`config.mk`:
```
export PLATFORM = sky130hd
export DESIGN_NAME = fault_counters
export DESIGN_NICKNAME = d
export VERILOG_FILES = /design/src/tmr_mult_pkg.sv /design/src/fault_counters.sv
export SDC_FILE = /design/constraint.sdc
export NUM_CORES = 1
export LEC_CHECK = 0
export BUFFER_PORTS_ARGS = -buffer_cell sky130_fd_sc_hd__buf_2
export CORE_UTILIZATION = 40
export DETAILED_ROUTE_END_ITERATION = 7
export PLACE_DENSITY = 0.74
export SYNTH_ARGS = -nofsm -noshare
export SYNTH_HDL_FRONTEND = slang
export SYNTH_SLANG_ARGS = --single-unit
```
`constraint.sdc`:
```
create_clock -name clk -period 5.7 [get_ports clk]
set_input_delay 1.14 -clock clk [delete_from_list [all_inputs] [get_ports clk]]
set_output_delay 1.14 -clock clk [all_outputs]
set_load 0.02 [all_outputs]
```
`src/tmr_mult_pkg.sv`:
```
//////////////////////////////
// tmr_mult shared definitions
// widths, operator and state encodings, fault CSR map
//////////////////////////////

package tmr_mult_pkg;

	localparam int WORD_W  = 32;
	localparam int HALF_W  = WORD_W / 2;
	localparam int N_LANES = 4; // issue lanes, the last one is the spare
	localparam int N_REPL  = 3; // multiplier replicas

	typedef logic [WORD_W-1:0] word_t;
	typedef logic [N_REPL-1:0] replica_mask_t; // one bit per replica
	typedef logic [7:0]        err_cnt_t;
	typedef logic [11:0]       csr_addr_t;

	typedef enum logic {
		OP_MUL  = 1'b0, // low word, single cycle
		OP_MULH = 1'b1  // high word, multicycle
	} op_t;

	typedef enum logic [1:0] {
		MS_IDLE   = 2'd0,
		MS_STEP   = 2'd1,
		MS_FINISH = 2'd2
	} mult_state_t;

	// count at which a replica is treated as permanently faulty
	localparam err_cnt_t FAULT_THRESHOLD = 8'd8;

	// fault counter CSRs, one per replica
	localparam csr_addr_t CSR_ERR_CNT_0 = 12'hB10;
	localparam csr_addr_t CSR_ERR_CNT_1 = 12'hB11;
	localparam csr_addr_t CSR_ERR_CNT_2 = 12'hB12;

endpackage

```
`src/fault_counters.sv`:
```
//////////////////////////////
// replica fault counters
// saturating disagreement counts, CSR access, fault flags
//////////////////////////////

`timescale 1ns/100ps

module fault_counters (
	input  logic                        clk,
	input  logic                        rst_i,
	input  tmr_mult_pkg::replica_mask_t flag_i,
	input  tmr_mult_pkg::csr_addr_t     csr_addr_i,
	input  logic                        csr_re_i,
	input  logic                        csr_we_i,
	input  tmr_mult_pkg::word_t         csr_wdata_i,
	output tmr_mult_pkg::word_t         csr_rdata_o,
	output tmr_mult_pkg::replica_mask_t permanent_faulty_o
);

	tmr_mult_pkg::err_cnt_t      cnt_q    [tmr_mult_pkg::N_REPL];
	tmr_mult_pkg::csr_addr_t     cnt_addr [tmr_mult_pkg::N_REPL];
	tmr_mult_pkg::replica_mask_t hit;

	assign cnt_addr[0] = tmr_mult_pkg::CSR_ERR_CNT_0;
	assign cnt_addr[1] = tmr_mult_pkg::CSR_ERR_CNT_1;
	assign cnt_addr[2] = tmr_mult_pkg::CSR_ERR_CNT_2;

	//////////////////////////////
	// counters
	//////////////////////////////
	for (genvar k = 0; k < tmr_mult_pkg::N_REPL; k++) begin : g_cnt
		assign hit[k] = (csr_addr_i == cnt_addr[k]);

		always_ff @(posedge clk) begin
			if (rst_i)
				cnt_q[k] <= '0;
			else if (csr_we_i && hit[k])
				cnt_q[k] <= tmr_mult_pkg::err_cnt_t'(csr_wdata_i); // write beats increment
			else if (flag_i[k] && !(&cnt_q[k]))
				cnt_q[k] <= cnt_q[k] + 1'b1; // stops at 255
		end

		assign permanent_faulty_o[k] = (cnt_q[k] >= tmr_mult_pkg::FAULT_THRESHOLD);
	end

	// read port, zero when nothing matches
	always_comb begin
		csr_rdata_o = '0;
		for (int k = 0; k < tmr_mult_pkg::N_REPL; k++) begin
			if (csr_re_i && hit[k])
				csr_rdata_o = tmr_mult_pkg::word_t'(cnt_q[k]);
		end
	end

endmodule

```
; After elaboration in Yosys (flattened, before gate mapping)
; Memories as Yosys holds them, arrays and structs flattened.
; Index checks and enable logic that the tools add are counted.
[classes]
addsub = 3
magnitude_cmp = 3
eq_ne = 3
n_mux = 32
bitwise = 6
reduce_logical = 15
[ops]
columns = cell, n
row1 = 32-bit 2-to-1 mux, 2
row2 = 8-bit 2-to-1 mux, 7
row3 = 12-bit equality test (second input constant), 3
row4 = 8-bit by 1-bit adder with 8-bit output (second input constant), 3
row5 = 8-bit by 4-bit >= comparator with 1-bit output (second input constant), 3
row6 = 8-bit AND reduction, 3
row7 = 1-bit 2-to-1 mux, 23
row8 = 1-bit logical AND, 9
row9 = 1-bit bitwise OR, 6
row10 = 1-bit logical NOT, 3
[word_totals]
reg_bits = 0
ram_bits = 24
inputBits = 51
output_inout_bits = 35
word_cells = 63
memories = 1
[memory_table]
columns = memory, depth, width, rd, rd_ports_with_merged_regs, write_ports, line
row1 = cnt_q, 3, 8, 3, 0, 3, fault_counters.sv:20  ; tmr_mult_pkg::err_cnt_t cnt_q [tmr_mult_pkg::N_REPL];

; Depth between registers and ports, before layout
; An unclocked memory read counts as a cell.
[depth]
word_depth = 9
ltp_mapped = 6
mapped_depth_nobuf = 5

; Worst setup path after synthesis
; Ideal clock, no wire load.
[synth_timing]
path_type = input -> output
start = in csr_addr_i[5]
end = out csr_rdata_o[0]
arrival_ps = 2582
required_ps = 4560
setup_slack_ps = 1978
cell_stages = 4
cell_sequence = or4b_4 nor3_1 nand3b_1 o21ai_0
[synth_via]
elab_chain_len = 5
word_cells_on_any_way = 9
classes_between = eq/ne: 3 / mux: 3 / reduce/logical: 3
[synth_lines]
columns = element, line
row1 = from (decl), fault_counters.sv:12  ; input tmr_mult_pkg::csr_addr_t csr_addr_i,
row2 = 12-bit equality test, fault_counters.sv:32  ; assign hit[k] = (csr_addr_i == cnt_addr[k]);
row3 = 1-bit logical AND, fault_counters.sv:50  ; if (csr_re_i && hit[k])
row4 = 8-bit 2-to-1 mux, fault_counters.sv:50
row5 = 32-bit 2-to-1 mux, fault_counters.sv:50
row6 = 32-bit 2-to-1 mux *, fault_counters.sv:50
row7 = to (decl), fault_counters.sv:16  ; output tmr_mult_pkg::word_t csr_rdata_o,
; Mark *: on every way between the ends. The rest lies on a longest branch, timed or not.

; Worst setup path after layout
[layout_timing]
start = in csr_addr_i[5]
end = out csr_rdata_o[1]
; The elaborated chain is that of the path after synthesis.

==> metrics.txt <==
Max FO, Critical Path=8; GRT Residual Overflow=0; end of the critical path=csr_rdata_o[1]; DRC viols=0; max reg flops=24; CP arrival=2.91 ns; total wire length=approximately 5.0 mm; max-cap violation count=0; Layout area overhead=9.16%; FFs w/ async S/R, synth=0%; worst r2r dst=cnt_q[0][7]$_DFFE_PP_; Final nets=324; endpoints failing hold=0; warnings from Yosys=0; pin count of the biggest net entering global routing=29; Final HPWL DP=3.80 mm; Layout Skew=0.00344 ns; register area share after synthesis=34.3%; met3 Use GR=1.49%; DRT iter0 DRCs=83; commonest cells in the netlist=25 x buf_4, 24 x edfxtp_1, 19 x nand2_1, 16 x nand3_1, 14 x o21ai_0; Post CTS Setup Buffer Count=0; VDD IR max=0.0000621 V; initial antenna violation count=0; synth unique cells=44; most frequent cell after synthesis=buf_4; Post-Place Setup Slack=1.66 ns; status=finished, final reports clean; Min-Delay Path Class=register to register; clock sinks=24; Worst Reg2Reg Path Length in Cells=4; starting density of the core=41.4%; gr busiest metal=met2; GRT Total Usage=between 15 and 20%; Crit path required time=4.56 ns; share of cells above drive strength 1=17.7%; # diodes=0; hold_ws=between 0.7 and 0.8 ns; Primary FF master, synth=edfxtp_1; largest area contributor in the netlist=edfxtp_1; Final GP Congestion=0.854; Leak Pwr=0.900 nW; H-tree depth=1; CP Launch Type=input pin; EDFF count, synth=24; cts repair resizes=0; FF-to-FF setup slack=about 3.7 ns; Period Utilization, post-route=71.0%; first-pass GRT wire length=between 7 and 8 mm; mapped cell area=between 2000 and 2500 um^2; GR Layer Usage met2=32.7%; worst setup path category=input pin to output pin; setup ws final=1.65 ns; FF-to-FF Start=cnt_q[0][0]$_DFFE_PP_; vias in the first global route=1677; post-route antenna net violation count=0; Largest regs=cnt_q (24); fin crit period=4.05 ns; core outline area=5070 um^2; CP startpoint=csr_addr_i[5]; Die X=approximately 75 um; CTS hold repair buffers=0; Synth top area share=34.3%; Slew Limit Headroom=46.4%; IO Port Bufs=37; met1 Use GR=24.4%; Pwr per Cell Area=183 nW/um^2; largest register by flop count=cnt_q; clock latency at the later pin of the worst-skew pair=0.27 ns; Syn Area/Cell=about 9.0 um^2; clock-pin slew on the worst setup and hold paths=0.09 ns; cts bufs inserted=3; I/O Pins=86; filler instances=514; DRT Pass-1 Iters=4; Via density=5.38; Routed wire per std cell=14.7 um; Worst setup EP type=output pin; RSZ-0062 raised after global routing=no; Max Slew Vio Count=0; Setup-failing EPs final=0; die area=5550 um^2; top cells by area, synth=edfxtp_1 34%, buf_4 8.9%, mux2i_1 3.8%; Gate Count Post-Synth=233; row cnt=26; fmax=0.247 GHz; Max Root-Sink Buffers=2; FF+latch count, synth=24; CTS tree=built; Root Buffer=clkbuf_8; Die Ht=74.5 um; vias=around 1800; worst-margin pin slew=0.797 ns; setup TNS=0 ns
## report_power, final
group	switching [W]	total (W)	internal [W]	leakage, nW
clock network	0.0000575	0.000106	0.0000483	0.0231
logic	0.0000520	0.0000841	0.0000322	0.611
registers	0.0000213	0.000230	0.000208	0.265
## how the worst min path moves through the flow
stage                               from                        end  slack [ns]  cells after the start
2_1_floorplan  cnt_q[2][7]$_SDFFCE_PN0P_  cnt_q[2][7]$_SDFFCE_PN0P_        0.66                      2
3_3_place_gp   cnt_q[2][0]$_SDFFCE_PN0P_  cnt_q[2][0]$_SDFFCE_PN0P_        0.72                      1
3_5_place_dp       cnt_q[1][7]$_DFFE_PP_      cnt_q[1][7]$_DFFE_PP_        0.73                      2
4_1_cts            cnt_q[1][7]$_DFFE_PP_      cnt_q[1][7]$_DFFE_PP_        0.75                      2
5_1_grt            cnt_q[1][7]$_DFFE_PP_      cnt_q[1][7]$_DFFE_PP_        0.79                      2
6_report           cnt_q[1][7]$_DFFE_PP_      cnt_q[1][7]$_DFFE_PP_        0.76                      2
## final cells by class
type,count,area [um^2],area share [%]
tap,70,87.6,3.81
timing repair buffer,37,185,8.07
sequential,24,721,31.4
multi-input combinational,188,1210,52.6
inverter,13,48.8,2.13
clock buffer,3,41.3,1.80
clock inverter,1,3.75,0.163
## cells by family (layout without fill, tap and decap cells)
family	Yosys count	after routing	synth area share, %
compound gates	48	48	14.5
xor+xnor	12	12	5.00
fa+ha+maj	6	6	3.57
buf+inv	44	54	12.4
flops	24	24	34.3
mux	8	8	3.81
other cells	1	24	0.178
simple gates	90	90	26.3
## placed cells by master (no fill, tap or decap), types with 2 or more instances in the layout
cell / instances
nor2_1: 3
a31oi_1: 2
nor4_1: 2
a21oi_1: 7
a21o_1: 3
xor2_1: 7
o31a_1: 2
nand3_1: 16
o22ai_1: 9
nand3b_1: 5
edfxtp_1: 24
o32ai_1: 8
ha_1: 6
nand4b_1: 5
or2_2: 2
nand2b_1: 11
inv_1: 13
nand4_1: 5
nor4b_1: 3
buf_2: 37
and4_1: 2
clkbuf_8: 3
o21ai_0: 14
mux2i_1: 8
nand2_1: 19
nor3_1: 4
conb_1: 24
or3_1: 3
xnor2_1: 5
## metrics by stage
step | power, W | area [um^2] | instances | util (%)
detailed placement | 0.000317 | 2250 | 332 | 44.4
finish | 0.000420 | 2300 | 336 | 45.2
CTS | 0.000419 | 2300 | 336 | 45.2
global route | 0.000437 | 2300 | 336 | 45.2
global placement | 0.000314 | 2250 | 332 | 44.4
floorplan | 0.000300 | 2190 | 256 | -
## critical path: stages
cell and delay (ns):
buf_2 0.10, or4b_4 0.54, nor4_2 0.61, nand2_1 0.15
o21ai_0 0.14, buf_2 0.21
## layer usage
| layer | routed length (um) | share of wire [%] |
|---|---|---|
| met1 | 2100 | 42 |
| met2 | 2520 | 51 |
| met3 | 212 | 4.3 |
| met4 | 120 | 2.4 |
| met5 | 0 | 0 |
No activity file was read; power rests on OpenSTA's default activity.
