<file path="src/tmr_mult_pkg.sv">
//////////////////////////////
// tmr_mult shared definitions
// widths, operator and state encodings, fault CSR map
//////////////////////////////

package tmr_mult_pkg;

	localparam int WORD_W  = 32;
	localparam int HALF_W  = WORD_W / 2;
	localparam int N_LANES = 4; // issue lanes, the last one is the spare
	localparam int N_REPL  = 3; // multiplier replicas

	typedef logic [WORD_W-1:0] word_t;
	typedef logic [N_REPL-1:0] replica_mask_t; // one bit per replica
	typedef logic [7:0]        err_cnt_t;
	typedef logic [11:0]       csr_addr_t;

	typedef enum logic {
		OP_MUL  = 1'b0, // low word, single cycle
		OP_MULH = 1'b1  // high word, multicycle
	} op_t;

	typedef enum logic [1:0] {
		MS_IDLE   = 2'd0,
		MS_STEP   = 2'd1,
		MS_FINISH = 2'd2
	} mult_state_t;

	// count at which a replica is treated as permanently faulty
	localparam err_cnt_t FAULT_THRESHOLD = 8'd8;

	// fault counter CSRs, one per replica
	localparam csr_addr_t CSR_ERR_CNT_0 = 12'hB10;
	localparam csr_addr_t CSR_ERR_CNT_1 = 12'hB11;
	localparam csr_addr_t CSR_ERR_CNT_2 = 12'hB12;

endpackage

</file>
<file path="src/tmr_voter.sv">
//////////////////////////////
// three-way majority voter
// flags the replica that disagrees
//////////////////////////////

`timescale 1ns/100ps

module tmr_voter #(
	parameter int WIDTH = 32
) (
	input  logic [WIDTH-1:0]            in0_i,
	input  logic [WIDTH-1:0]            in1_i,
	input  logic [WIDTH-1:0]            in2_i,
	output logic [WIDTH-1:0]            voted_o,
	output tmr_mult_pkg::replica_mask_t flag_o,
	output logic                        detected_o,
	output logic                        corrected_o
);

	logic [WIDTH-1:0] maj;
	logic             eq01, eq02, eq12;
	logic             all_differ;

	assign maj = (in0_i & in1_i) | (in0_i & in2_i) | (in1_i & in2_i);

	assign eq01 = (in0_i == in1_i);
	assign eq02 = (in0_i == in2_i);
	assign eq12 = (in1_i == in2_i);

	assign all_differ = !eq01 && !eq02 && !eq12; // no majority exists

	// an input is the outlier when it matches neither of the others
	assign flag_o[0] = !eq01 && !eq02;
	assign flag_o[1] = !eq01 && !eq12;
	assign flag_o[2] = !eq02 && !eq12;

	assign voted_o     = all_differ ? in0_i : maj; // fall back to replica 0
	assign detected_o  = |flag_o;
	assign corrected_o = detected_o && !all_differ;

endmodule

</file>
<file path="src/vote_stage.sv">
//////////////////////////////
// vote stage
// votes replica outputs, bypass mux, error summary
//////////////////////////////

`timescale 1ns/100ps

module vote_stage (
	input  tmr_mult_pkg::word_t [tmr_mult_pkg::N_REPL-1:0] res_i,
	input  logic [tmr_mult_pkg::N_REPL-1:0]                mc_i,
	input  logic [tmr_mult_pkg::N_REPL-1:0]                rdy_i,
	input  logic [1:0]                                     sel_bypass_i,
	output tmr_mult_pkg::word_t                            result_o,
	output logic                                           multicycle_o,
	output logic                                           ready_o,
	output logic                                           err_detected_o,
	output logic                                           err_corrected_o,
	output tmr_mult_pkg::replica_mask_t                    flag_o
);

	tmr_mult_pkg::word_t         res_voted;
	logic                        mc_voted, rdy_voted;
	tmr_mult_pkg::replica_mask_t res_flag, mc_flag, rdy_flag;
	logic                        res_det, mc_det, rdy_det;
	logic                        res_cor, mc_cor, rdy_cor;

	tmr_voter #(.WIDTH(tmr_mult_pkg::WORD_W)) res_voter_i (
		.in0_i(res_i[0]), .in1_i(res_i[1]), .in2_i(res_i[2]),
		.voted_o(res_voted), .flag_o(res_flag),
		.detected_o(res_det), .corrected_o(res_cor)
	);

	tmr_voter #(.WIDTH(1)) mc_voter_i (
		.in0_i(mc_i[0]), .in1_i(mc_i[1]), .in2_i(mc_i[2]),
		.voted_o(mc_voted), .flag_o(mc_flag),
		.detected_o(mc_det), .corrected_o(mc_cor)
	);

	tmr_voter #(.WIDTH(1)) rdy_voter_i (
		.in0_i(rdy_i[0]), .in1_i(rdy_i[1]), .in2_i(rdy_i[2]),
		.voted_o(rdy_voted), .flag_o(rdy_flag),
		.detected_o(rdy_det), .corrected_o(rdy_cor)
	);

	//////////////////////////////
	// bypass, 0 = voted, k+1 = replica k
	//////////////////////////////
	always_comb begin
		case (sel_bypass_i)
			2'd1:    {result_o, multicycle_o, ready_o} = {res_i[0], mc_i[0], rdy_i[0]};
			2'd2:    {result_o, multicycle_o, ready_o} = {res_i[1], mc_i[1], rdy_i[1]};
			2'd3:    {result_o, multicycle_o, ready_o} = {res_i[2], mc_i[2], rdy_i[2]};
			default: {result_o, multicycle_o, ready_o} = {res_voted, mc_voted, rdy_voted};
		endcase
	end

	// errors are reported in bypass mode too
	assign err_detected_o  = res_det || mc_det || rdy_det;
	assign err_corrected_o = res_cor || mc_cor || rdy_cor;
	assign flag_o          = res_flag | mc_flag | rdy_flag;

endmodule

</file>
<file path="config.mk">
export PLATFORM = sky130hd
export DESIGN_NAME = vote_stage
export DESIGN_NICKNAME = d
export VERILOG_FILES = /design/src/tmr_mult_pkg.sv /design/src/tmr_voter.sv /design/src/vote_stage.sv
export SDC_FILE = /design/constraint.sdc
export NUM_CORES = 1
export LEC_CHECK = 0
export BUFFER_PORTS_ARGS = -buffer_cell sky130_fd_sc_hd__buf_2
export CAP_MARGIN = 25
export CORE_ASPECT_RATIO = 1.4
export CORE_MARGIN = 1
export CORE_UTILIZATION = 46
export DETAILED_ROUTE_END_ITERATION = 10
export GPL_TIMING_DRIVEN = 0
export PLACE_DENSITY = 0.82
export SYNTH_ARGS = -nofsm -noshare
export SYNTH_HDL_FRONTEND = slang
export SYNTH_SLANG_ARGS = --single-unit
</file>
<file path="constraint.sdc">
create_clock -name vclk -period 2.7
set_input_delay 0.405 -clock vclk [all_inputs]
set_output_delay 0.405 -clock vclk [all_outputs]
set_load 0.01 [all_outputs]
</file>
Word level (Yosys, flattened, before mapping)
Cells that the tools add are included.

cells by class
  equality and inequality tests = 12
  muxes and demuxes = 6
  bitwise operators = 17
  reduce and logical (&&, ||, !) cells = 34

operators with widths
  operator                                                                number
  32-bit bitwise AND                                                      3
  32-bit equality test                                                    3
  32-bit case mux with 3 select lines                                     1
  32-bit OR                                                               2
  32-bit two-way mux                                                      1
  1-bit logical AND                                                       15
  1-bit zero test                                                         12
  3-bit OR reduction                                                      3
  1-bit bitwise AND                                                       6
  1-bit equality test                                                     6
  3-bit OR                                                                2
  1-bit case mux with 3 select lines                                      2
  2-bit equality test (second input constant)                             2
  1-bit logical OR                                                        4
  1-bit OR                                                                4
  2-bit by 1-bit equality test with 1-bit output (second input constant)  1
  1-bit two-way mux                                                       2

storage, ports and cells
  bits in registers = 0
  output and inout port bits = 39
  word-level logic and storage cells = 69

Longest topological paths before layout
  depth after elaboration = 8
  gate-level depth with buffers = 8
  mapped depth without buffers = 7

Modules after synthesis
Synthesis repeated with hierarchy kept, for this count alone.

second synthesis, totals
  cell total of the unflattened synthesis = 279
  area total of the unflattened synthesis = 3304.4 sq um

by module, submodules not included
  module                      times used  cells an instance  area an instance (sq um)
  tmr_voter (res_voter_i)     1           204                2184.6
  vote_stage                  1           47                 902.1
  tmr_voter (mc_voter_i ...)  2           14                 108.9

Least setup slack after synthesis
Ideal clock, no wire load.

  path type = input-to-output
  from = input res_i[11] in the netlist's numbering
  to = output result_o[0]
  data arrival time = 2.331 ns
  slack = -0.036 ns
  stages = 8
  path buffers = 1
  cells stage by stage = ha_1 -> nor4_1 -> nand4_1 -> nor2_2 -> nor3_2 -> buf_6 -> mux2_4 -> mux4_2

between the ends
  longest elaborated chain between the ends = 6
  elaborated cells between the ends (all ways) = 8
  classes of those cells = eq/ne: 2; mux: 2; reduce/logical: 4

ends and longest elaborated chain
  what                                            line                              text
  from (decl)                                     vote_stage.sv:9                   input tmr_mult_pkg::word_t [tmr_mult_pkg::N_REPL-1:0] res_i,
  32-bit equality test, on equally long branches  tmr_voter.sv:26, tmr_voter.sv:27
  1-bit zero test                                 tmr_voter.sv:30                   assign all_differ = !eq01 && !eq02 && !eq12;
  1-bit logical AND * (2 in a row)                tmr_voter.sv:30
  32-bit two-way mux *                            tmr_voter.sv:37                   assign voted_o = all_differ ? in0_i : maj;
  32-bit case mux with 3 select lines *           vote_stage.sv:49                  case (sel_bypass_i)
  to (decl)                                       vote_stage.sv:13                  output tmr_mult_pkg::word_t result_o,

Mark *: on every way between the ends. The rest lies on a longest branch, timed or not.

Final worst setup path
  from = input res_i[18] in the netlist's numbering
  to = output result_o[7]

Same word-level chain as after synthesis.

==> impl_metrics.json <==
{
  "synthCells": 274,
  "viasPerCell": 7.15,
  "drc": 0,
  "timing.final.crit_share": 1.25,
  "layout.nets": 635,
  "synthTopCellsByCount": "102 x ha_1, 34 x mux4_2, 32 x or3_1",
  "multi_input_area_um2": 4360,
  "period_needed_ns": 3.37,
  "final-seq-area_um2": 0,
  "gr-usage-all-layers": 0.330,
  "die_area_um2": 7200,
  "syn-num-nets": 480,
  "place_hpwl_um": 8180,
  "setup_ws_ns": -0.667,
  "grt_max_degree": 11,
  "routedWlPerCell_um": 31.1,
  "slowest_delay_ns": 0.51,
  "cp.buffers_inverters": 4,
  "fin_tns_setup_ns": -19.24,
  "n_fill_cell": 258,
  "critPathLaunchType": "primary input",
  "worstSetupPathType": "in -> out",
  "nClkBuffers": 0,
  "violations": "negative setup slack",
  "layout.cells.non_filler": 522,
  "seq_cell_count": 0,
  "globalplace.congestion": 0.887,
  "dr.pass1.iters": 5,
  "drt_iter0_drc": 194,
  "yosysWarnings": 0,
  "synth_cell_type_count": 24,
  "worst_path_most_repeated_cell": "buf_6",
  "cp_cell_sequence": "buf_2 > ha_4 > nor4_4 > nand4_1 > nor2_4 > nor3_4 > buf_6 > buf_12 > mux2_4 > mux4_2 > buf_6",
  "rsz0062_at_grt": "yes",
  "finalMaxSlewViolations": 0,
  "power.density_nw_per_um2": 190,
  "num_io_pins": 143,
  "postRouteAntennaNets": 0,
  "path_max_fanout": 5,
  "placed_area_um2": 4120,
  "worst_path_dominant_cell_family": "simple AND/OR/NAND/NOR gates",
  "synth_area_leaders": "ha_1 40%, mux4_2 24%, mux2_4 14%, or3_1 6.3%, nor4_1 4.8%",
  "grt_antenna_before_repair": 1,
  "crit_slowest_cell": "mux4_2",
  "synth.most_common_cell": "ha_1",
  "drive_above_1_share": 0.761,
  "grt_overflow": 0,
  "slew_headroom": 0.293,
  "cp.arrival_ns": 2.96,
  "rows": 35,
  "hold_buffers": 0,
  "status": "complete, but fails checks",
  "crit_required_ns": 2.30,
  "area_growth_pct": 82.9,
  "core_um2": 6610,
  "maxCapViolCount": 0,
  "fin_area_um2": 5770,
  "cp-end-kind": "output port",
  "yosysSeqAreaShare": 0,
  "leakage_nw": 2.32,
  "fin_util": 0.873,
  "routed-via-count": 3734,
  "die_h_um": 100,
  "syn_avg_cell_area_um2": 11.5,
  "start_util": 0.477,
  "synth_area_um2": 3160,
  "drt_wl_total_um": 16200,
  "hold_viol": 0,
  "hold_class": "in -> out",
  "die_w_um": 72,
  "finalSetupViolations": 33,
  "place_inst": 507,
  "grt_pass1_vias": 3703,
  "worstMarginPinSlew_ns": 1.06,
  "grt_pass1_wl_um": 18300,
  "synth_top_area_cell": "ha_1",
  "max_freq_mhz": 297,
  "io_buffers": 141,
  "synth_top_area_frac": 0.404,
  "peakVddDrop_uv": 101
}
-- worst paths after layout --
kind / cells after the start / end / slack [ns] / startpoint
worst min-delay path: 3 / result_o[5] / 1.25 / res_i[69]
worst max-delay path: 11 / result_o[7] / -0.67 / res_i[18]
-- cells in the final DEF, fill, tap and decap left out, types with 3 or more instances in the layout --
master / count
buf_2: 81
buf_4: 17
buf_6: 49
buf_8: 3
clkbuf_1: 5
diode_2: 3
ha_1: 27
ha_4: 75
mux2_4: 30
mux4_2: 34
nand2_1: 4
nand3_1: 3
nand4_1: 6
nor2_4: 3
nor4_2: 5
nor4_4: 18
o21ai_0: 7
or3_1: 32
xor2_1: 3
-- report_power, final --
group	switching (mW)	internal [mW]	total (mW)	leakage, nW
clock	0	0.000000149	0.000000149	0.0000190
combinational	0.516	0.577	1.09	2.32
sequential	0	0	0	0
-- per-stage QoR --
step | hold slack, ns | power, mW | setup slack [ns]
final | 1.25 | 1.09 | -0.667
after global routing | 1.25 | 1.14 | -0.670
after CTS | 1.23 | 0.807 | -0.438
after detailed placement | 1.25 | 0.630 | -0.658
after global placement | 1.24 | 0.605 | -0.635
after floorplan | 1.05 | 0.347 | 0.00296
-- logic make-up (layout without fill, tap and decap cells) --
logic type,Yosys count,count (layout),share of synthesized area
adders and majority gates,102,102,0.404
and+or+nand+nor,78,78,0.148
muxes,66,66,0.393
AOI/OAI and AO/OA,14,14,0.0262
buffers and inverters,11,164,0.0202
xor gates and xnor gates,3,3,0.00833
other,0,3,0
-- area by class of cell --
cell class	instances	share of cell area
multi-input combinational	263	0.755
timing repair buffer	153	0.208
buffer	11	0.0160
antenna	3	0.00130
tap	92	0.0199
-- layer usage --
layer	track usage	wire (um)
met1	0.310	5280
met2	0.655	7970
met3	0.0602	1240
met4	0.178	1740
met5	0	0
-- what timing repair did --
action                     in CTS  in global routing
gates cloned                    2                  1
buffers inserted                7                  2
setup endpoints to repair      34                 32
pin swaps                      23                 44
resized for setup             109                106
-- tightest hold or removal path: stages --
cell and delay, ns:
buf_8 0.09, mux4_2 0.25, buf_6 0.10
No activity file was read; power rests on OpenSTA's default activity.
