## src/tmr_mult_pkg.sv

```systemverilog
//////////////////////////////
// tmr_mult shared definitions
// widths, operator and state encodings, fault CSR map
//////////////////////////////

package tmr_mult_pkg;

	localparam int WORD_W  = 32;
	localparam int HALF_W  = WORD_W / 2;
	localparam int N_LANES = 4; // issue lanes, the last one is the spare
	localparam int N_REPL  = 3; // multiplier replicas

	typedef logic [WORD_W-1:0] word_t;
	typedef logic [N_REPL-1:0] replica_mask_t; // one bit per replica
	typedef logic [7:0]        err_cnt_t;
	typedef logic [11:0]       csr_addr_t;

	typedef enum logic {
		OP_MUL  = 1'b0, // low word, single cycle
		OP_MULH = 1'b1  // high word, multicycle
	} op_t;

	typedef enum logic [1:0] {
		MS_IDLE   = 2'd0,
		MS_STEP   = 2'd1,
		MS_FINISH = 2'd2
	} mult_state_t;

	// count at which a replica is treated as permanently faulty
	localparam err_cnt_t FAULT_THRESHOLD = 8'd8;

	// fault counter CSRs, one per replica
	localparam csr_addr_t CSR_ERR_CNT_0 = 12'hB10;
	localparam csr_addr_t CSR_ERR_CNT_1 = 12'hB11;
	localparam csr_addr_t CSR_ERR_CNT_2 = 12'hB12;

endpackage

```

## src/mult_req_if.sv

```systemverilog
//////////////////////////////
// multiply request bundle
// one lane's request as seen by a replica
//////////////////////////////

`timescale 1ns/100ps

interface mult_req_if;

	logic                enable;
	tmr_mult_pkg::op_t   op;
	tmr_mult_pkg::word_t op_a;
	tmr_mult_pkg::word_t op_b;

	// lane selector side
	modport src (
		output enable, op, op_a, op_b
	);

	// replica side
	modport dst (
		input enable, op, op_a, op_b
	);

endinterface

```

## src/mult_datapath.sv

```systemverilog
//////////////////////////////
// replica datapath
// low product in one cycle, high word in two steps
//////////////////////////////

`timescale 1ns/100ps

module mult_datapath (
	input  logic                      clk,
	input  logic                      rst_i,
	mult_req_if.dst                   req_i,
	input  tmr_mult_pkg::mult_state_t state_i,
	output tmr_mult_pkg::word_t       result_o
);

	logic [tmr_mult_pkg::WORD_W+tmr_mult_pkg::HALF_W-1:0] pp_q; // op_a times low half of op_b
	logic [2*tmr_mult_pkg::WORD_W-1:0]                    full_prod;
	tmr_mult_pkg::word_t                                  hi_q;
	tmr_mult_pkg::word_t                                  lo_prod;
	logic                                                 load_pp;

	// only the low 32 bits survive the assignment
	assign lo_prod = req_i.op_a * req_i.op_b;

	assign load_pp = (state_i == tmr_mult_pkg::MS_IDLE) && req_i.enable &&
	                 (req_i.op == tmr_mult_pkg::OP_MULH);

	// second step adds the upper-half partial product
	assign full_prod = pp_q +
	                   ((req_i.op_a * req_i.op_b[tmr_mult_pkg::WORD_W-1:tmr_mult_pkg::HALF_W])
	                    << tmr_mult_pkg::HALF_W);

	always_ff @(posedge clk) begin
		if (rst_i) begin
			pp_q <= '0;
			hi_q <= '0;
		end else begin
			if (load_pp)
				pp_q <= req_i.op_a * req_i.op_b[tmr_mult_pkg::HALF_W-1:0];
			if (state_i == tmr_mult_pkg::MS_STEP)
				hi_q <= full_prod[2*tmr_mult_pkg::WORD_W-1:tmr_mult_pkg::WORD_W];
		end
	end

	// high word held for the whole finish state
	assign result_o = (state_i == tmr_mult_pkg::MS_FINISH) ? hi_q : lo_prod;

endmodule

```

## src/flat_wrapper.sv

```systemverilog
// flat-port wrapper written by rule: the top's interface ports become plain ports
module mult_datapath_flat 
  (clk, rst_i, state_i, result_o, req_i_enable, req_i_op, req_i_op_a, req_i_op_b);
  mult_req_if req_i_i ();
  input  logic clk;
  input  logic rst_i;
  input  tmr_mult_pkg::mult_state_t state_i;
  output tmr_mult_pkg::word_t result_o;
  input wire logic [$bits(req_i_i.enable)-1:0] req_i_enable;
  input wire logic [$bits(req_i_i.op)-1:0] req_i_op;
  input wire logic [$bits(req_i_i.op_a)-1:0] req_i_op_a;
  input wire logic [$bits(req_i_i.op_b)-1:0] req_i_op_b;
  assign req_i_i.enable = req_i_enable;
  assign req_i_i.op = req_i_op;
  assign req_i_i.op_a = req_i_op_a;
  assign req_i_i.op_b = req_i_op_b;
  mult_datapath u_core (.clk(clk), .rst_i(rst_i), .req_i(req_i_i), .state_i(state_i), .result_o(result_o));
endmodule
```

## config.mk

```make
export PLATFORM = sky130hd
export DESIGN_NAME = mult_datapath_flat
export DESIGN_NICKNAME = d
export VERILOG_FILES = /design/src/tmr_mult_pkg.sv /design/src/mult_req_if.sv /design/src/mult_datapath.sv /design/src/flat_wrapper.sv
export SDC_FILE = /design/constraint.sdc
export NUM_CORES = 2
export LEC_CHECK = 0
export ABC_AREA = 1
export BUFFER_PORTS_ARGS = -buffer_cell sky130_fd_sc_hd__buf_2
export CORE_UTILIZATION = 50
export CTS_CLUSTER_DIAMETER = 120
export DETAILED_ROUTE_END_ITERATION = 7
export PLACE_DENSITY_LB_ADDON = 0.1
export SLEW_MARGIN = 20
export SYNTH_ARGS = -nofsm -noshare
export SYNTH_HDL_FRONTEND = slang
export SYNTH_SLANG_ARGS = --single-unit
```

## constraint.sdc

```tcl
create_clock -name clk -period 6.86 [get_ports clk]
set_input_delay 0.343 -clock clk [delete_from_list [all_inputs] [get_ports clk]]
set_output_delay 0.343 -clock clk [all_outputs]
set_load 0.05 [all_outputs]
```

# After elaboration in Yosys (flattened, before gate mapping)
# Cells that the tools add are included.
# Widths: inputs -> output; s select.
[totals] output_inout_bits=32 wordCells=12 ff_bits=80 inputBits=70
[op_classes] mux=1 n_mul=3 add_sub_neg=1 n_reduce_logical=3 eq_ne=2
[ops] operator="$mul 32x16->48" count=2
[ops] operator="$add 48x64->64" count=1
[ops] operator="$mul 32x32->32" count=1
[ops] operator="$mux 32" count=1
[ops] operator="$eq 2x1->1 const B" count=1
[ops] operator="$eq 2x2->1 const B" count=1
[ops] operator="$logic_and 1x1->1" count=2
[ops] operator="$logic_not 2->1" count=1

# Longest topological paths before layout
[logic_depth] word_depth=3 mapped_depth=43 depth_no_buf=42

# Least setup slack after synthesis
# No wires, ideal clock.
[synth_timing] path_type="input to output" start="input port req_i_op_b[3]" end="output port result_o[28]" cell_stages=28 arrival_ns=7.076 n_path_buf=1 required_time_ns=6.517 path_slack_ns=-0.559 path_cell_list="clkbuf_1 > nand2_1 > inv_1 > fa_1 > fa_1 > inv_1 > fa_1 > inv_1 > fa_1 > inv_1 > fa_1 > inv_1 > fa_1 > fa_1 > inv_1 > fa_1 > inv_1 > ha_1 > nand2_1 > nor4_1 > nand4_1 > nand3_1 > nand2_1 > nand2_1 > nand3_1 > nand2_1 > a21oi_1 > a21oi_1"
[synth_between] elab_chain_len=2
[synth_rtl] element="start, declared" line="flat_wrapper.sv:12" rtl="input wire logic [$bits(req_i_i.op_b)-1:0] req_i_op_b;"
[synth_rtl] element="$mul 32x32->32" line="mult_datapath.sv:23" rtl="assign lo_prod = req_i.op_a * req_i.op_b;"
[synth_rtl] element="$mux 32" line="mult_datapath.sv:46" rtl="assign result_o = (state_i == tmr_mult_pkg::MS_FINISH) ? hi_q : lo_prod;"
[synth_rtl] element="end, declared" line="flat_wrapper.sv:8" rtl="output tmr_mult_pkg::word_t result_o;"
# No other way between the ends.

# Final worst setup path
[layout_timing] start="input port req_i_op_a[15]" end="output port result_o[24]"
[layout_between] elab_chain_len=2
[layout_rtl] element="start, declared" line="flat_wrapper.sv:11" rtl="input wire logic [$bits(req_i_i.op_a)-1:0] req_i_op_a;"
[layout_rtl] element="$mul 32x32->32" line="mult_datapath.sv:23"
[layout_rtl] element="$mux 32" line="mult_datapath.sv:46"
# No other way between the ends.

==> flow_metrics.env <==
export IMPL_slowest_delay_ns=0.56
export IMPL_die_y_microns=322.6
export IMPL_num_io_pins=102
export IMPL_finalSetupViolCount=29
export IMPL_ys_flop_type="dfxtp_1"
export IMPL_start_util_pct=50.43
export IMPL_slew_headroom_pct=34.83
export IMPL_final_cell_mix="inv_1, nand2_1, fa_1, buf_4, ha_1"
export IMPL_min_path_type="reg2reg"
export IMPL_synth_area_per_cell_sq_um=7.479
export IMPL_fin_crit_ns=7.224
export IMPL_clkTransAtPathRegs_ns=0.06
export IMPL_std_cell_rows=117
export IMPL_track_usage_pct=35.31
export IMPL_synth_cells=6870
export IMPL_cts_buffers_inserted=9
export IMPL_worst_path_buf_inv=11
export IMPL_drtIter0Drc=2706
export IMPL_fmax_mhz=138.4
export IMPL_cp_data_arrival_time_ns=6.88
export IMPL_grt_pass1_vias=49290
export IMPL_grt_pass1_wl_microns=277900
export IMPL_pre_cts_slack_ns=-1.203
export IMPL_crit_family="adder cells"
export IMPL_grt_max_degree=49
export IMPL_ant_nets=0
export IMPL_nNetsFinal=9508
export IMPL_via_count=45930
export IMPL_finalMaxSlewViolations=0
export IMPL_io_buffers=101
export IMPL_worst_pin_slew_ns=0.9776
export IMPL_post_drt_wl_per_cell_microns=19.22
export IMPL_die_w_microns=322.6
export IMPL_hpwl_microns=154800
export IMPL_clock_sinks=64
export IMPL_drv_cap=0
export IMPL_rsz0062_at_grt="yes"
export IMPL_status="complete, but fails checks"
export IMPL_final_hold_violation_count=0
export IMPL_critPathRequiredTime_ns=6.52
export IMPL_synth_cell_type_count=48
export IMPL_met3_length_microns=9512
export IMPL_ys_ff_latch=64
export IMPL_path_common_cell="fa_1"
export IMPL_fin_skew_ns=0.009035
export IMPL_hold_buffers=0
export IMPL_clock_latency_ns=0.34
export IMPL_synth_fp_nets=8498
export IMPL_top_layer_used="met4"
export IMPL_crit_path_end_kind="primary output"
export IMPL_syn2layout_area_growth_pct=30.24
export IMPL_core_sq_mm=0.1019
export IMPL_path_class="in2out"
export IMPL_cp_max_fo=5
export IMPL_drc=0
export IMPL_grt_overflow=0
export IMPL_yosysWarnings=0
export IMPL_cts_tree="built"
export IMPL_layout_drive_gt1_share_pct=25.57
export IMPL_cp_slowest_cell="fa_1"
export IMPL_syn_area_sq_mm=0.05138
export IMPL_ys_seq_area_share_pct=2.494
export IMPL_violations="setup timing"
export IMPL_antenna_found_initial=4
export IMPL_synth_edff_count=0
export IMPL_final_common_cell="inv_1"
export IMPL_wl_microns=177900
export IMPL_wl_met2_microns=89770
export IMPL_synthArstFlopShare_pct=0
export IMPL_finalCritPeriodShare_pct=105.3
export IMPL_layout_setup_ws_ns=-0.3640
export IMPL_fp_dieArea_sq_mm=0.1040
export IMPL_cts_buffer_depth=2
export IMPL_startpoint_type="input pin"
export IMPL_dpl_cell_area_sq_mm=0.06042
export IMPL_wirelength_met1_microns=68300
export IMPL_gp_congestion=1.012
export IMPL_cts_max_level=3
export IMPL_final_area_sq_mm=0.06692
export IMPL_cts_root_buffer="clkbuf_16"
export IMPL_firstDrtPassIters=6
export IMPL_avgViaCountPerCell=4.963
==> path summary, 6_finish.rpt <==
| path | slack (ns) | cells past startpoint | from | to |
|---|---|---|---|---|
| max | -0.36 | 30 | req_i_op_a[15] | result_o[24] |
| min | 0.50 | 2 | u_core.hi_q[3] | u_core.hi_q[3] |
| max reg2reg | 4.35 | 17 | u_core.pp_q[24] | u_core.hi_q[29] |
| min reg2reg | 0.50 | 2 | u_core.hi_q[3] | u_core.hi_q[3] |
==> kinds of logic after synthesis <==
group	count (synthesis)	share of synthesized area (%)
AO/OA/AOI/OAI	424	4.627
XOR/XNOR	110	1.875
adder cells (fa/ha/maj)	1558	55.34
buffers and inverters	2525	18.45
flip-flops	64	2.494
AND/OR/NAND/NOR	2189	17.21
==> registers in the layout, indices dropped and copies added (netlist names) <==
signal,count
u_core.hi_q,32
u_core.pp_q,32
==> cell usage after synthesis (3+ instances only) <==
| master | count | area, sq um |
|---|---|---|
| a21o_1 | 27 | 202.7 |
| ha_1 | 367 | 4592 |
| o21ai_0 | 139 | 695.7 |
| a21oi_1 | 177 | 885.9 |
| o21a_1 | 6 | 45.04 |
| a21boi_0 | 3 | 22.52 |
| inv_2 | 25 | 93.84 |
| nand3_2 | 8 | 80.08 |
| o221a_2 | 3 | 33.78 |
| a31oi_1 | 19 | 118.9 |
| xor2_1 | 79 | 691.9 |
| clkbuf_1 | 214 | 803.3 |
| dfxtp_1 | 64 | 1281 |
| nand2_2 | 28 | 175.2 |
| buf_1 | 3 | 11.26 |
| o211ai_1 | 14 | 105.1 |
| a21oi_2 | 3 | 26.28 |
| nand4_1 | 35 | 219.0 |
| o21ai_1 | 7 | 35.03 |
| nand2_1 | 1674 | 6284 |
| or2_2 | 13 | 81.33 |
| fa_1 | 1191 | 23840 |
| nand3_1 | 111 | 555.5 |
| a211oi_1 | 3 | 22.52 |
| inv_1 | 2279 | 8554 |
| nor3_2 | 6 | 60.06 |
| nor2_4 | 8 | 90.09 |
| nor3_1 | 15 | 75.07 |
| nor2_2 | 26 | 162.7 |
| o21bai_1 | 10 | 75.07 |
| nor4_1 | 11 | 68.82 |
| nor2_1 | 244 | 915.9 |
| o221ai_1 | 5 | 43.79 |
| nand3b_1 | 4 | 30.03 |
| xnor2_1 | 31 | 271.5 |
==> tightest hold or removal path: stages (launching register included) <==
cell      delay (ns)
dfxtp_1         0.33
o211ai_1        0.10
inv_1           0.05
==> per-layer routing <==
| metal | GRT usage, % | vias to the layer above |
|---|---|---|
| li1 | - | 21300 |
| met1 | 42.49 | 22930 |
| met2 | 63.14 | 1314 |
| met3 | 4.006 | 392 |
| met4 | 16.12 | 0 |
| met5 | 0 | - |
==> per-stage QoR <==
step                util, %  TNS (ns)  cells  hold slack, ns
CTS                   63.18    -5.357   9192          0.5097
global route          65.68    -12.64   9255          0.5447
finish                65.68    -5.059   9255          0.5030
floorplan                 -   -0.1803   6870          0.4678
detailed placement    59.30    -41.74   9064          0.4931
global placement      59.30    -40.96   9064          0.4826
==> layout make-up <==
class | instances | area (sq um)
Multi-Input combinational cell | 4281 | 44090
Inverter | 2306 | 8678
Clock buffer | 11 | 252.7
Antenna cell | 2 | 5.005
Tap cell | 1368 | 1712
Fill cell | 8874 | 34970
Clock inverter | 5 | 38.79
Sequential cell | 64 | 1281
Timing Repair Buffer | 1218 | 10860
==> repair_timing <==
item                       in CTS  in global routing
hold endpoints to repair        0                  0
cloned                          3                  1
resized for setup             695                553
setup endpoints to repair      54                 52
setup buffers                 116                 77
pin swaps                     263                336
Power is left out: the tool's default activity adds up to more than one toggle a clock period on the data nets, which glitch-free logic cannot reach.
